<file path="config.mk">
export PLATFORM = sky130hd
export DESIGN_NAME = mips_top
export DESIGN_NICKNAME = d
export VERILOG_FILES = /design/src/mips_pkg.sv /design/src/alu.sv /design/src/regfile.sv /design/src/retire_counter.sv /design/src/mips_control.sv /design/src/mips_datapath.sv /design/src/mips_top.sv
export SDC_FILE = /design/constraint.sdc
export NUM_CORES = 2
export LEC_CHECK = 0
export BUFFER_PORTS_ARGS = -buffer_cell sky130_fd_sc_hd__buf_4
export CORE_AREA = 2 2 530 269
export DETAILED_ROUTE_END_ITERATION = 8
export DIE_AREA = 0 0 532 271
export HOLD_SLACK_MARGIN = 0.05
export SLEW_MARGIN = 20
export SYNTH_ARGS = -nofsm -noshare
export SYNTH_HDL_FRONTEND = slang
export SYNTH_SLANG_ARGS = --single-unit
</file>
<file path="constraint.sdc">
create_clock -name clk -period 5.8 [get_ports clk]
set_clock_uncertainty 0.2 [all_clocks]
set_input_delay 0.29 -clock clk [delete_from_list [all_inputs] [get_ports clk]]
set_output_delay 0.29 -clock clk [all_outputs]
set_load 0.01 [all_outputs]
</file>
<file path="src/mips_pkg.sv">
`default_nettype none

package mips_pkg;

    localparam int data_width = 32;

    typedef logic [4:0] reg_addr_t;
    typedef logic [data_width-1:0] word_t;

    // primary opcodes, ir[31:26]
    typedef enum logic [5:0] {
        op_special = 6'h00,
        op_j       = 6'h02,
        op_beq     = 6'h04,
        op_bne     = 6'h05,
        op_addiu   = 6'h09,
        op_lw      = 6'h23,
        op_sw      = 6'h2b
    } op_t;

    // special function codes, ir[5:0]
    typedef enum logic [5:0] {
        fn_syscall = 6'h0c,
        fn_addu    = 6'h21,
        fn_subu    = 6'h23,
        fn_and     = 6'h24,
        fn_or      = 6'h25,
        fn_slt     = 6'h2a
    } funct_t;

    typedef enum logic [2:0] {
        alu_add,
        alu_sub,
        alu_and,
        alu_or,
        alu_slt
    } alu_op_t;

    typedef enum logic [2:0] {
        st_fetch,
        st_decode,
        st_execute,
        st_mem,
        st_writeback,
        st_halted
    } state_t;

    // branch flags arrive already qualified by the operand compare
    typedef struct packed {
        alu_op_t alu_op;
        logic    use_imm;
        logic    reg_write;
        logic    write_rd;
        logic    mem_read;
        logic    mem_write;
        logic    branch_eq;
        logic    branch_ne;
        logic    jump;
        logic    syscall;
    } ctrl_t;

    typedef struct packed {
        logic  cyc;
        logic  stb;
        logic  we;
        word_t adr;
        word_t dat;
    } wb_req_t;

    typedef struct packed {
        logic  ack;
        word_t dat;
    } wb_rsp_t;

endpackage

`default_nettype wire

</file>
<file path="src/alu.sv">
`timescale 1ns/1ps
`default_nettype none

module alu (
    input  wire  mips_pkg::word_t   a,
    input  wire  mips_pkg::word_t   b,
    input  wire  mips_pkg::alu_op_t op,
    output mips_pkg::word_t         y
);

    logic less;

    assign less = $signed(a) < $signed(b);

    always_comb begin
        case (op)
            mips_pkg::alu_add: y = a + b;
            mips_pkg::alu_sub: y = a - b;
            mips_pkg::alu_and: y = a & b;
            mips_pkg::alu_or:  y = a | b;
            // signed compare
            mips_pkg::alu_slt: y = {{(mips_pkg::data_width-1){1'b0}}, less};
            default:           y = a + b;
        endcase
    end

endmodule

`default_nettype wire

</file>
<file path="src/regfile.sv">
`timescale 1ns/1ps
`default_nettype none

module regfile (
    input  wire                       clk,
    input  wire  mips_pkg::reg_addr_t raddr_a,
    input  wire  mips_pkg::reg_addr_t raddr_b,
    output mips_pkg::word_t           rdata_a,
    output mips_pkg::word_t           rdata_b,
    input  wire                       we,
    input  wire  mips_pkg::reg_addr_t waddr,
    input  wire  mips_pkg::word_t     wdata,
    output mips_pkg::word_t           v0
);

    mips_pkg::word_t regs [32];

    always_ff @(posedge clk) begin
        if (we && (waddr != '0)) begin
            regs[waddr] <= wdata;
        end
    end

    // $zero never written, still masked on read
    assign rdata_a = (raddr_a == '0) ? '0 : regs[raddr_a];
    assign rdata_b = (raddr_b == '0) ? '0 : regs[raddr_b];

    // $v0 for the syscall check
    assign v0 = regs[2];

endmodule

`default_nettype wire

</file>
<file path="src/retire_counter.sv">
`timescale 1ns/1ps
`default_nettype none

module retire_counter (
    input  wire              clk,
    input  wire              rst_n,
    input  wire              retire,
    input  wire              halt,
    output mips_pkg::word_t  retired,
    output logic             halted
);

    always_ff @(posedge clk or negedge rst_n) begin
        if (!rst_n) begin
            retired <= '0;
            halted  <= 1'b0;
        end else begin
            // the halting syscall retires in the same cycle it raises halt
            if (retire && !halted) begin
                retired <= retired + 1'b1;
            end
            if (halt) begin
                halted <= 1'b1;
            end
        end
    end

endmodule

`default_nettype wire

</file>
<file path="src/mips_control.sv">
`timescale 1ns/1ps
`default_nettype none

module mips_control (
    input  wire                    clk,
    input  wire                    rst_n,
    input  wire  mips_pkg::word_t  ir,
    input  wire                    v0_is_ten,
    input  wire                    operands_equal,
    input  wire                    ack,
    output mips_pkg::ctrl_t        ctrl,
    output mips_pkg::state_t       state,
    output logic                   cyc,
    output logic                   stb,
    output logic                   we,
    output logic                   retire,
    output logic                   halt
);

    mips_pkg::op_t    opcode;
    mips_pkg::funct_t funct;
    mips_pkg::state_t state_next;

    assign opcode = mips_pkg::op_t'(ir[31:26]);
    assign funct  = mips_pkg::funct_t'(ir[5:0]);

    // instruction decode, unknown encodings leave everything low
    always_comb begin
        ctrl = '0;
        ctrl.alu_op = mips_pkg::alu_add;
        case (opcode)
            mips_pkg::op_special: begin
                ctrl.write_rd  = 1'b1;
                ctrl.reg_write = 1'b1;
                case (funct)
                    mips_pkg::fn_addu: ctrl.alu_op = mips_pkg::alu_add;
                    mips_pkg::fn_subu: ctrl.alu_op = mips_pkg::alu_sub;
                    mips_pkg::fn_and:  ctrl.alu_op = mips_pkg::alu_and;
                    mips_pkg::fn_or:   ctrl.alu_op = mips_pkg::alu_or;
                    mips_pkg::fn_slt:  ctrl.alu_op = mips_pkg::alu_slt;
                    mips_pkg::fn_syscall: begin
                        ctrl.reg_write = 1'b0;
                        ctrl.syscall   = 1'b1;
                    end
                    default: ctrl.reg_write = 1'b0;
                endcase
            end
            mips_pkg::op_addiu: begin
                ctrl.use_imm   = 1'b1;
                ctrl.reg_write = 1'b1;
            end
            mips_pkg::op_lw: begin
                ctrl.use_imm   = 1'b1;
                ctrl.reg_write = 1'b1;
                ctrl.mem_read  = 1'b1;
            end
            mips_pkg::op_sw: begin
                ctrl.use_imm   = 1'b1;
                ctrl.mem_write = 1'b1;
            end
            mips_pkg::op_beq: ctrl.branch_eq = operands_equal;
            mips_pkg::op_bne: ctrl.branch_ne = !operands_equal;
            mips_pkg::op_j:   ctrl.jump = 1'b1;
            default: ;
        endcase
    end

    always_comb begin
        state_next = state;
        case (state)
            mips_pkg::st_fetch:     if (ack) state_next = mips_pkg::st_decode;
            mips_pkg::st_decode:    state_next = mips_pkg::st_execute;
            mips_pkg::st_execute: begin
                if (ctrl.mem_read || ctrl.mem_write) state_next = mips_pkg::st_mem;
                else state_next = mips_pkg::st_writeback;
            end
            mips_pkg::st_mem:       if (ack) state_next = mips_pkg::st_writeback;
            mips_pkg::st_writeback: state_next = halt ? mips_pkg::st_halted : mips_pkg::st_fetch;
            default:                state_next = mips_pkg::st_halted;
        endcase
    end

    always_ff @(posedge clk or negedge rst_n) begin
        if (!rst_n) state <= mips_pkg::st_fetch;
        else state <= state_next;
    end

    // bus strobes held until the ack cycle
    always_ff @(posedge clk or negedge rst_n) begin
        if (!rst_n) begin
            cyc <= 1'b0;
        end else begin
            cyc <= (state_next == mips_pkg::st_fetch) || (state_next == mips_pkg::st_mem);
        end
    end

    assign stb    = cyc;
    assign we     = (state == mips_pkg::st_mem) && ctrl.mem_write;
    assign retire = (state == mips_pkg::st_writeback);
    assign halt   = retire && ctrl.syscall && v0_is_ten;

endmodule

`default_nettype wire

</file>
<file path="src/mips_datapath.sv">
`timescale 1ns/1ps
`default_nettype none

module mips_datapath #(
    parameter mips_pkg::word_t reset_pc = '0
) (
    input  wire                       clk,
    input  wire                       rst_n,
    input  wire  mips_pkg::state_t    state,
    input  wire  mips_pkg::ctrl_t     ctrl,
    input  wire  mips_pkg::word_t     bus_rdata,
    input  wire                       ack,
    input  wire  mips_pkg::word_t     rf_rdata_a,
    input  wire  mips_pkg::word_t     rf_rdata_b,
    input  wire  mips_pkg::word_t     v0,
    input  wire  mips_pkg::word_t     alu_result,
    output mips_pkg::word_t           ir,
    output mips_pkg::word_t           adr,
    output mips_pkg::word_t           dat,
    output mips_pkg::reg_addr_t       rf_raddr_a,
    output mips_pkg::reg_addr_t       rf_raddr_b,
    output logic                      rf_we,
    output mips_pkg::reg_addr_t       rf_waddr,
    output mips_pkg::word_t           rf_wdata,
    output mips_pkg::word_t           alu_a,
    output mips_pkg::word_t           alu_b,
    output mips_pkg::alu_op_t         alu_op,
    output logic                      v0_is_ten,
    output logic                      operands_equal
);

    mips_pkg::word_t pc, opa, opb, result, mdr;
    mips_pkg::word_t imm_ext, pc_plus4, pc_next;

    assign imm_ext  = {{(mips_pkg::data_width-16){ir[15]}}, ir[15:0]};
    assign pc_plus4 = pc + 32'd4;

    always_comb begin
        if (ctrl.jump) pc_next = {pc_plus4[31:28], ir[25:0], 2'b00};
        else if (ctrl.branch_eq || ctrl.branch_ne) pc_next = pc_plus4 + {imm_ext[29:0], 2'b00};
        else pc_next = pc_plus4;
    end

    always_ff @(posedge clk or negedge rst_n) begin
        if (!rst_n) begin
            pc <= reset_pc;
            ir <= '0;
        end else begin
            if ((state == mips_pkg::st_fetch) && ack) ir <= bus_rdata;
            if (state == mips_pkg::st_writeback) pc <= pc_next;
        end
    end

    // operand, result and load data registers
    always_ff @(posedge clk) begin
        if (state == mips_pkg::st_decode) begin
            opa <= rf_rdata_a;
            opb <= rf_rdata_b;
        end
        if (state == mips_pkg::st_execute) result <= alu_result;
        if ((state == mips_pkg::st_mem) && ack && ctrl.mem_read) mdr <= bus_rdata;
    end

    assign rf_raddr_a = ir[25:21];
    assign rf_raddr_b = ir[20:16];
    assign alu_a      = opa;
    assign alu_b      = ctrl.use_imm ? imm_ext : opb;
    assign alu_op     = ctrl.alu_op;

    assign rf_we    = (state == mips_pkg::st_writeback) && ctrl.reg_write;
    assign rf_waddr = ctrl.write_rd ? ir[15:11] : ir[20:16];
    assign rf_wdata = ctrl.mem_read ? mdr : result;

    // pc on fetch, effective address on load/store
    assign adr = (state == mips_pkg::st_mem) ? result : pc;
    assign dat = opb;

    assign v0_is_ten      = (v0 == 32'd10);
    assign operands_equal = (opa == opb);

endmodule

`default_nettype wire

</file>
<file path="src/mips_top.sv">
`timescale 1ns/1ps
`default_nettype none

module mips_top #(
    parameter mips_pkg::word_t reset_pc = '0
) (
    input  wire                      clk,
    input  wire                      rst_n,
    output wire  mips_pkg::wb_req_t  wb_req,
    input  wire  mips_pkg::wb_rsp_t  wb_rsp,
    output wire                      halted,
    output wire  mips_pkg::word_t    retired
);

    wire mips_pkg::ctrl_t     ctrl;
    wire mips_pkg::state_t    state;
    wire mips_pkg::word_t     ir, v0, rf_rdata_a, rf_rdata_b, rf_wdata;
    wire mips_pkg::word_t     alu_a, alu_b, alu_result;
    wire mips_pkg::reg_addr_t rf_raddr_a, rf_raddr_b, rf_waddr;
    wire mips_pkg::alu_op_t   alu_op;
    wire                      rf_we, v0_is_ten, operands_equal, retire, halt;

    mips_control u_control (
        .clk(clk), .rst_n(rst_n), .ir(ir), .v0_is_ten(v0_is_ten),
        .operands_equal(operands_equal), .ack(wb_rsp.ack), .ctrl(ctrl), .state(state),
        .cyc(wb_req.cyc), .stb(wb_req.stb), .we(wb_req.we), .retire(retire), .halt(halt)
    );

    mips_datapath #(
        .reset_pc(reset_pc)
    ) u_datapath (
        .clk(clk), .rst_n(rst_n), .state(state), .ctrl(ctrl),
        .bus_rdata(wb_rsp.dat), .ack(wb_rsp.ack),
        .rf_rdata_a(rf_rdata_a), .rf_rdata_b(rf_rdata_b), .v0(v0), .alu_result(alu_result),
        .ir(ir), .adr(wb_req.adr), .dat(wb_req.dat),
        .rf_raddr_a(rf_raddr_a), .rf_raddr_b(rf_raddr_b),
        .rf_we(rf_we), .rf_waddr(rf_waddr), .rf_wdata(rf_wdata),
        .alu_a(alu_a), .alu_b(alu_b), .alu_op(alu_op),
        .v0_is_ten(v0_is_ten), .operands_equal(operands_equal)
    );

    regfile u_regfile (
        .clk(clk), .raddr_a(rf_raddr_a), .raddr_b(rf_raddr_b),
        .rdata_a(rf_rdata_a), .rdata_b(rf_rdata_b),
        .we(rf_we), .waddr(rf_waddr), .wdata(rf_wdata), .v0(v0)
    );

    alu u_alu (
        .a(alu_a), .b(alu_b), .op(alu_op), .y(alu_result)
    );

    retire_counter u_retire_counter (
        .clk(clk), .rst_n(rst_n), .retire(retire), .halt(halt),
        .retired(retired), .halted(halted)
    );

endmodule

`default_nettype wire

</file>
Word level (Yosys, flattened, before mapping)
Memories as Yosys holds them, arrays and structs flattened. A register that Yosys moved wholly into a read port is not among the register bits.
Index checks and enable logic that the tools add are counted.
{ "classes": {"add_sub_neg": 5, "multipliers": 0, "div": 0, "order_cmp": 1, "n_eq_ne": 23, "n_shift": 0, "mux": 27, "bitwise": 2, "reduce_logical": 23} }
{ "op_table": {"columns": ["cell", "count"], "rows": [
  ["2-to-1 mux 32 bit", 5],
  ["case mux 32 bit (4 select lines)", 1],
  ["adder 32 bit", 2],
  ["== test 6 bit, second input constant", 7],
  ["adder 32 x 1 -> 32 bit, second input constant", 1],
  ["adder 32 x 3 -> 32 bit, second input constant", 1],
  ["AND 32 bit", 1],
  ["== test 32 bit", 1],
  ["== test 32 x 4 -> 1 bit, second input constant", 1],
  ["less-than comparator 32 bit", 1],
  ["bitwise OR 32 bit", 1],
  ["subtractor 32 bit", 1],
  ["== test 3 x 2 -> 1 bit, second input constant", 5],
  ["2-to-1 mux 3 bit", 5],
  ["case mux 3 bit (5 select lines)", 1],
  ["== test 6 x 3 -> 1 bit, second input constant", 2],
  ["== test 6 x 4 -> 1 bit, second input constant", 2],
  ["2-to-1 mux 1 bit", 12],
  ["case mux 3 bit (4 select lines)", 1],
  ["logical NOT 5 bit", 2],
  ["logical AND 1 bit", 9],
  ["== test 3 x 1 -> 1 bit, second input constant", 2],
  ["== test 3 bit, second input constant", 2],
  ["== test 6 x 2 -> 1 bit, second input constant", 1],
  ["10 further kinds", 14]
]} }
{ "word_totals": {"reg_bits": 165, "latch_bits": 0, "ram_bits": 1024, "mem_bits_ro": 0, "in_bits": 35, "out_inout_bits": 100, "elab_cells": 90, "mem_count": 1} }
{ "memory_table": {"columns": ["name", "words", "width", "read_ports", "rd_ports_with_merged_regs", "wr", "line_no", "rtl"], "rows": [
  ["u_regfile.regs", 32, 32, 3, 2, 1, "regfile.sv:16", "mips_pkg::word_t regs [32];"]
]} }

Depth between registers and ports, before layout
{ "logic_depth": {"depth_word": 9, "ltp_mapped": 20, "mapped_depth_nobuf": 18} }

By module
A second synthesis with hierarchy kept.
{ "hier_totals": {"cells_unflattened": 4286, "hier_area_um2": 64662.0} }
{ "modules_own_cells": {"columns": ["module", "instances", "cells_each", "area_per_inst_um2", "seq_area_each_um2"], "rows": [
  ["regfile", 1, 2400, 46970.0, 30749.5],
  ["mips_datapath", 1, 956, 10845.4, 5395.2],
  ["alu", 1, 740, 4813.4, 0.0],
  ["retire_counter", 1, 127, 1531.5, 825.8],
  ["mips_control", 1, 63, 501.7, 100.1]
]} }

Least setup slack after synthesis
Ideal clock, no wire load.
{ "synth_path": {"path_type": "reg2reg", "from": "register u_control.state[0]", "to": "register u_datapath.opa[0], in the netlist u_datapath.alu_a[0] (read register of u_regfile.regs), enable pin", "setup_ps": 578, "arrival_ps": 5312, "required_time_ps": 5022, "setup_slack_ps": -290, "stages_incl_launch_ff": 3, "path_buffers": 1, "synth_period_minus_slack_ps": 6090, "path_cell_list": "dfrtp_1 > clkbuf_1 > nor3b_1"} }
{ "synth_via": {"elab_chain_cells": 1} }
{ "synth_lines": {"columns": ["element", "line_no", "rtl"], "rows": [
  ["from (decl)", "mips_control.sv:12", "output mips_pkg::state_t state,"],
  ["from (signal assigned)", "mips_control.sv:84", "if (!rst_n) state <= mips_pkg::st_fetch;"],
  ["from (signal assigned)", "mips_control.sv:85", "else state <= state_next;"],
  ["== test 3 x 1 -> 1 bit", "mips_datapath.sv:56", "if (state == mips_pkg::st_decode) begin"],
  ["to (decl)", "mips_datapath.sv:32", "mips_pkg::word_t pc, opa, opb, result, mdr;"]
]} }
Every way passes these cells.
A chain may end at the register's enable or synchronous reset.

Final worst setup path
{ "layout_path": {"from": "register u_datapath.ir[26]", "to": "register u_datapath.result[27], data pin"} }
{ "layout_via": {"elab_chain_cells": 6, "word_cells_on_any_way": 17, "classes_between": "2 x add/sub; 7 x eq/ne; 4 x mux; 2 x bitwise; 2 x reduce/logical"} }
{ "layout_lines": {"columns": ["element", "line_no", "rtl"], "rows": [
  ["from (decl)", "mips_datapath.sv:17", "output mips_pkg::word_t ir,"],
  ["from (signal assigned)", "mips_datapath.sv:49", "if ((state == mips_pkg::st_fetch) && ack) ir <= bus_rdata;"],
  ["== test 6 x 4 -> 1 bit / == test 6 bit (equally long branches)", "mips_control.sv:31", "case (opcode)"],
  ["OR reduction 3 bit (no line)", null, null],
  ["2-to-1 mux 1 bit", "mips_control.sv:31", null],
  ["2-to-1 mux 32 bit", "mips_datapath.sv:67", "assign alu_b = ctrl.use_imm ? imm_ext : opb;"],
  ["adder 32 bit, or another cell as far along", "alu.sv:17, alu.sv:23", null],
  ["case mux 32 bit (4 select lines) *", "alu.sv:16", "case (op)"],
  ["via alu_result[27]", "mips_top.sv:18", "wire mips_pkg::word_t alu_a, alu_b, alu_result;"],
  ["to (signal assigned)", "mips_datapath.sv:60", "if (state == mips_pkg::st_execute) result <= alu_result;"],
  ["to (decl)", "mips_datapath.sv:32", null]
]} }
Mark *: on every way through the listed nets, which the timed path passes. The rest lies on a longest branch.

==> reports/qor.csv <==
stage;metric;value;unit
outcome;status;finished clean;
global_routing;vias in the first global route;37400;
global_routing;largest net degree at the start of global routing;132;
logic_synthesis;Synth async-reset ratio;7.91;%
layout;share of layout cells above drive strength 1;30.3;%
drt;1st-iter DRT viols;6369;
setup_path;endpoint type of the worst setup path;flop;
logic_synthesis;Netlist cell types;87;
cts;H-Tree Depth;3;
placement;pre-CTS setup slack;0.427;ns
setup_path;Worst Setup Start Kind;flop;
sta;RSZ-0062 raised after global routing;no;
layout;post-layout util;51.7;%
sta;fmax;177;MHz
placement;Placed Cells;5726;
die;Initial Utilization;45.7;%
global_routing;met1 Usage GRT;47.7;%
sta;Final Hold Fails;0;
setup_path;Worst EP arrival;5.90;ns
cts;CTS tree;built;
setup_path;Buf/Inv on CP;2;
sta;endpoints failing setup;0;
setup_path;CP max FO;11;
logic_synthesis;Post-Synthesis Cells;3811;
global_routing;first-pass GRT wire length;292000;um
layout;fillers;11200;
die;chip height;271;um
layout;NumNets Final;4164;
logic_synthesis;Ys Warns;0;
die;die extent in x;532;um
setup_path;critical path's slowest cell;a2111oi_0;
drt;total length of routed wires;207000;um
logic_synthesis;sequential share of the synthesized area;58.2;%
global_routing;GRT Overall Usage;28.7;%
drt;WL/cell;34.7;um
min_path;Hold Path Stages;2;
drt;drt drc;0;
global_routing;initial antenna violation count;4;
logic_synthesis;number of enable flip-flop cells after synthesis;1152;
die;IO Count;135;
drt;drt via density;6.69;
logic_synthesis;syn avg cell area;16.7;um2
logic_synthesis;Syn Std Cell Area;0.0636;mm2
sta;Slew HR;23.2;%
global_routing;met2 usage;36.7;%
setup_path;required time worst endpoint;6.06;ns
cts;CTS Sinks;1251;
flow_run;max cap viols;0;
setup_path;Crit path largest cell delay;0.75;ns
sta;Setup WS post-layout;0.159;ns
sta;crit path time final;5.64;ns
die;Core Region;0.139;mm2
sta;final setup TNS;0;ns
placement;GP Congestion;0.997;
layout;n_diodes;0;
die;full die area;0.144;mm2
setup_path;critical path depth;15;
logic_synthesis;dominant cell type by area after synthesis;edfxtp_1;
min_path;Hold Path Class;input port to flop;
setup_path;crit-path leading delay family;compound AO/OA/AOI/OAI gates;
pwr;PD cells;266;mW/mm2
layout;final instance count without filler cells;5970;
cts;clk_lat worst skew;0.75;ns
global_routing;met3 usage;8.53;%
drt;detailed-route via count;39900;
setup_path;reg2reg path depth;15;
global_routing;grt ovf;0;
sta;Final Slew Violations;0;
pwr;Leakage;23.9;nW
logic_synthesis;top post-synthesis cells by area;edfxtp_1, mux4_2, dfrtp_1;
logic_synthesis;share of Yosys cell area claimed by the top area cell type;54.4;%
placement;hpwl dp;135000;um
layout;register area;0.0371;mm2
logic_synthesis;number of synthesized register bits;1251;
cts;CTS Buffer Depth;3;
cts;clock root cell;clkbuf_16;
setup_path;worst setup path class;flop to flop;
layout;area of the multi-input gates;0.0256;mm2
cts;post-CTS setup buffers;0;
layout;Layout area overhead;13.1;%
logic_synthesis;Main synth FF type;edfxtp_1;
placement;number of port buffers;134;
drt;First-pass DRT Iterations;5;
die;FP Rows;97;
cts;clock transition at the registers of the reported paths;0.07;ns
drt;DRT antenna net count;0;
setup_path;Cell Chain, Critical Path;inv_1 > nor3_1 > nand2_1 > buf_4 > mux2_2 > ha_1 > a2111oi_0 > o21ai_0 > a21o_1 > o21ai_0 > a21oi_1 > nand2b_1 > a21oi_1 > o221a_2 > o22ai_1;
global_routing;Top Usage Layer GRT;met1;
cts;CTS Buf Count;109;
pwr;VDD IR-drop max;0.263;mV
sta;worst-margin pin slew;1.14;ns
sta;period utilisation layout;97.3;%
## logic make-up (layout without fill, tap and decap cells)
kind of cell,count (synthesis),count (layout),synth area share [%]
AO/OA/AOI/OAI,475,475,4.95
XOR/XNOR,140,140,1.93
adder cells (fa/ha/maj),131,131,2.61
buffers and inverters,367,614,2.20
flip-flops,1251,1251,58.2
multiplexers,790,790,25.2
other,1,32,0.00589
AND/OR/NAND/NOR,656,656,4.83
## synth_stat cells (11+ instances only)
cell type,n
a211oi_1,18
a21o_1,41
a21oi_1,132
a22oi_1,11
a31oi_1,20
and3_1,22
buf_1,56
clkbuf_1,176
dfrtp_1,99
edfxtp_1,1152
ha_1,128
inv_1,124
mux2_2,106
mux2i_1,44
mux4_2,640
nand2_1,256
nand2b_1,20
nand3_1,34
nand4_1,22
nor2_1,175
nor2b_1,11
nor3_1,29
nor4_1,22
o211ai_1,22
o21ai_0,77
o221ai_1,22
o22ai_1,19
o31ai_1,13
or3_1,11
xnor2_1,78
xor2_1,62
## final cells by class
type | instances | area share [%]
inverter | 126 | 0.657
timing repair buffer | 286 | 3.69
sequential | 1251 | 51.5
clock buffer | 131 | 3.99
clock inverter | 71 | 1.25
tap | 1881 | 3.27
multi-input combinational | 2224 | 35.6
## final timing paths
check | startpoint | end | slack, ns
setup reg to reg | u_datapath.ir[26]$_DFFE_PN0P_ | u_datapath.result[27]$_DFFE_PN_ | 0.16
hold reg to reg | u_retire_counter.retired[31]$_DFFE_PN0P_ | u_retire_counter.retired[31]$_DFFE_PN0P_ | 0.29
min in group asynchronous | rst_n | u_datapath.pc[9]$_DFFE_PN0P_ | 0.52
max in group asynchronous | rst_n | u_datapath.ir[24]$_DFFE_PN0P_ | 4.02
setup / recovery | u_datapath.ir[26]$_DFFE_PN0P_ | u_datapath.result[27]$_DFFE_PN_ | 0.16
hold / removal | wb_rsp[4] | u_datapath.mdr[4]$_DFFE_PP_ | 0.10
## flip-flops by register name, summed over array words and instances, names as in the netlist, 3 cells and up
name,cells
u_control.state,3
u_datapath.alu_a,32
u_datapath.dat,32
u_datapath.ir,32
u_datapath.mdr,32
u_datapath.pc,30
u_datapath.result,32
u_regfile.regs,1024
u_retire_counter.retired,32
## power breakdown
part | internal, mW | switching [mW]
Sequential | 9.76 | 0.0755
Combinational | 0.688 | 0.800
Clock | 4.32 | 3.52
## cells in the final DEF, fill, tap and decap left out, drive strengths merged, types with 10 or more instances in the layout
| cell | Yosys | routed |
|---|---|---|
| nor4 | 25 | 25 |
| buf | 65 | 246 |
| a221oi | 10 | 10 |
| nor2 | 177 | 177 |
| nand4 | 22 | 22 |
| clkinv | 1 | 49 |
| a21oi | 132 | 132 |
| ha | 128 | 128 |
| nor3 | 30 | 30 |
| a211oi | 19 | 19 |
| o221ai | 22 | 22 |
| o21bai | 10 | 10 |
| nand2b | 21 | 21 |
| mux2i | 44 | 44 |
| bufinv | 0 | 17 |
| o211ai | 22 | 22 |
| mux2 | 106 | 106 |
| mux4 | 640 | 640 |
| o31ai | 13 | 13 |
| nor2b | 11 | 11 |
| a21o | 41 | 41 |
| and3 | 22 | 22 |
| conb | 1 | 32 |
| o22ai | 20 | 20 |
| clkbuf | 176 | 131 |
| a31oi | 20 | 20 |
| a22oi | 11 | 11 |
| nand3 | 34 | 34 |
| edfxtp | 1152 | 1152 |
| or3 | 11 | 11 |
| dlygate4sd3 | 0 | 40 |
| xnor2 | 78 | 78 |
| inv | 125 | 128 |
| o21ai | 83 | 83 |
| xor2 | 62 | 62 |
| dfrtp | 99 | 99 |
| nand2 | 256 | 256 |
## routing by layer
metal | up-vias | wire length (um)
met5 | - | 0
met4 | 0 | 3340
met3 | 237 | 27400
met2 | 2646 | 81500
met1 | 21100 | 94800
li1 | 15900 | -
## per-stage QoR
step | total power, mW | area (um2) | hold WS (ns)
after floorplan | 11.0 | 63800 | -0.206
after global placement | 11.5 | 67700 | 0.0654
after detailed placement | 11.5 | 67700 | 0.0689
after CTS | 19.2 | 71900 | 0.0552
after global routing | 19.7 | 72000 | 0.0833
final | 19.2 | 72000 | 0.101
## timing repair
item                                    4_1_cts  5_1_grt
endpoints found under the setup margin        0        1
hold endpoints to repair                    185        0
gates resized for setup                       0        1
hold buffers                                 41        0
No activity file was read; power rests on OpenSTA's default activity.
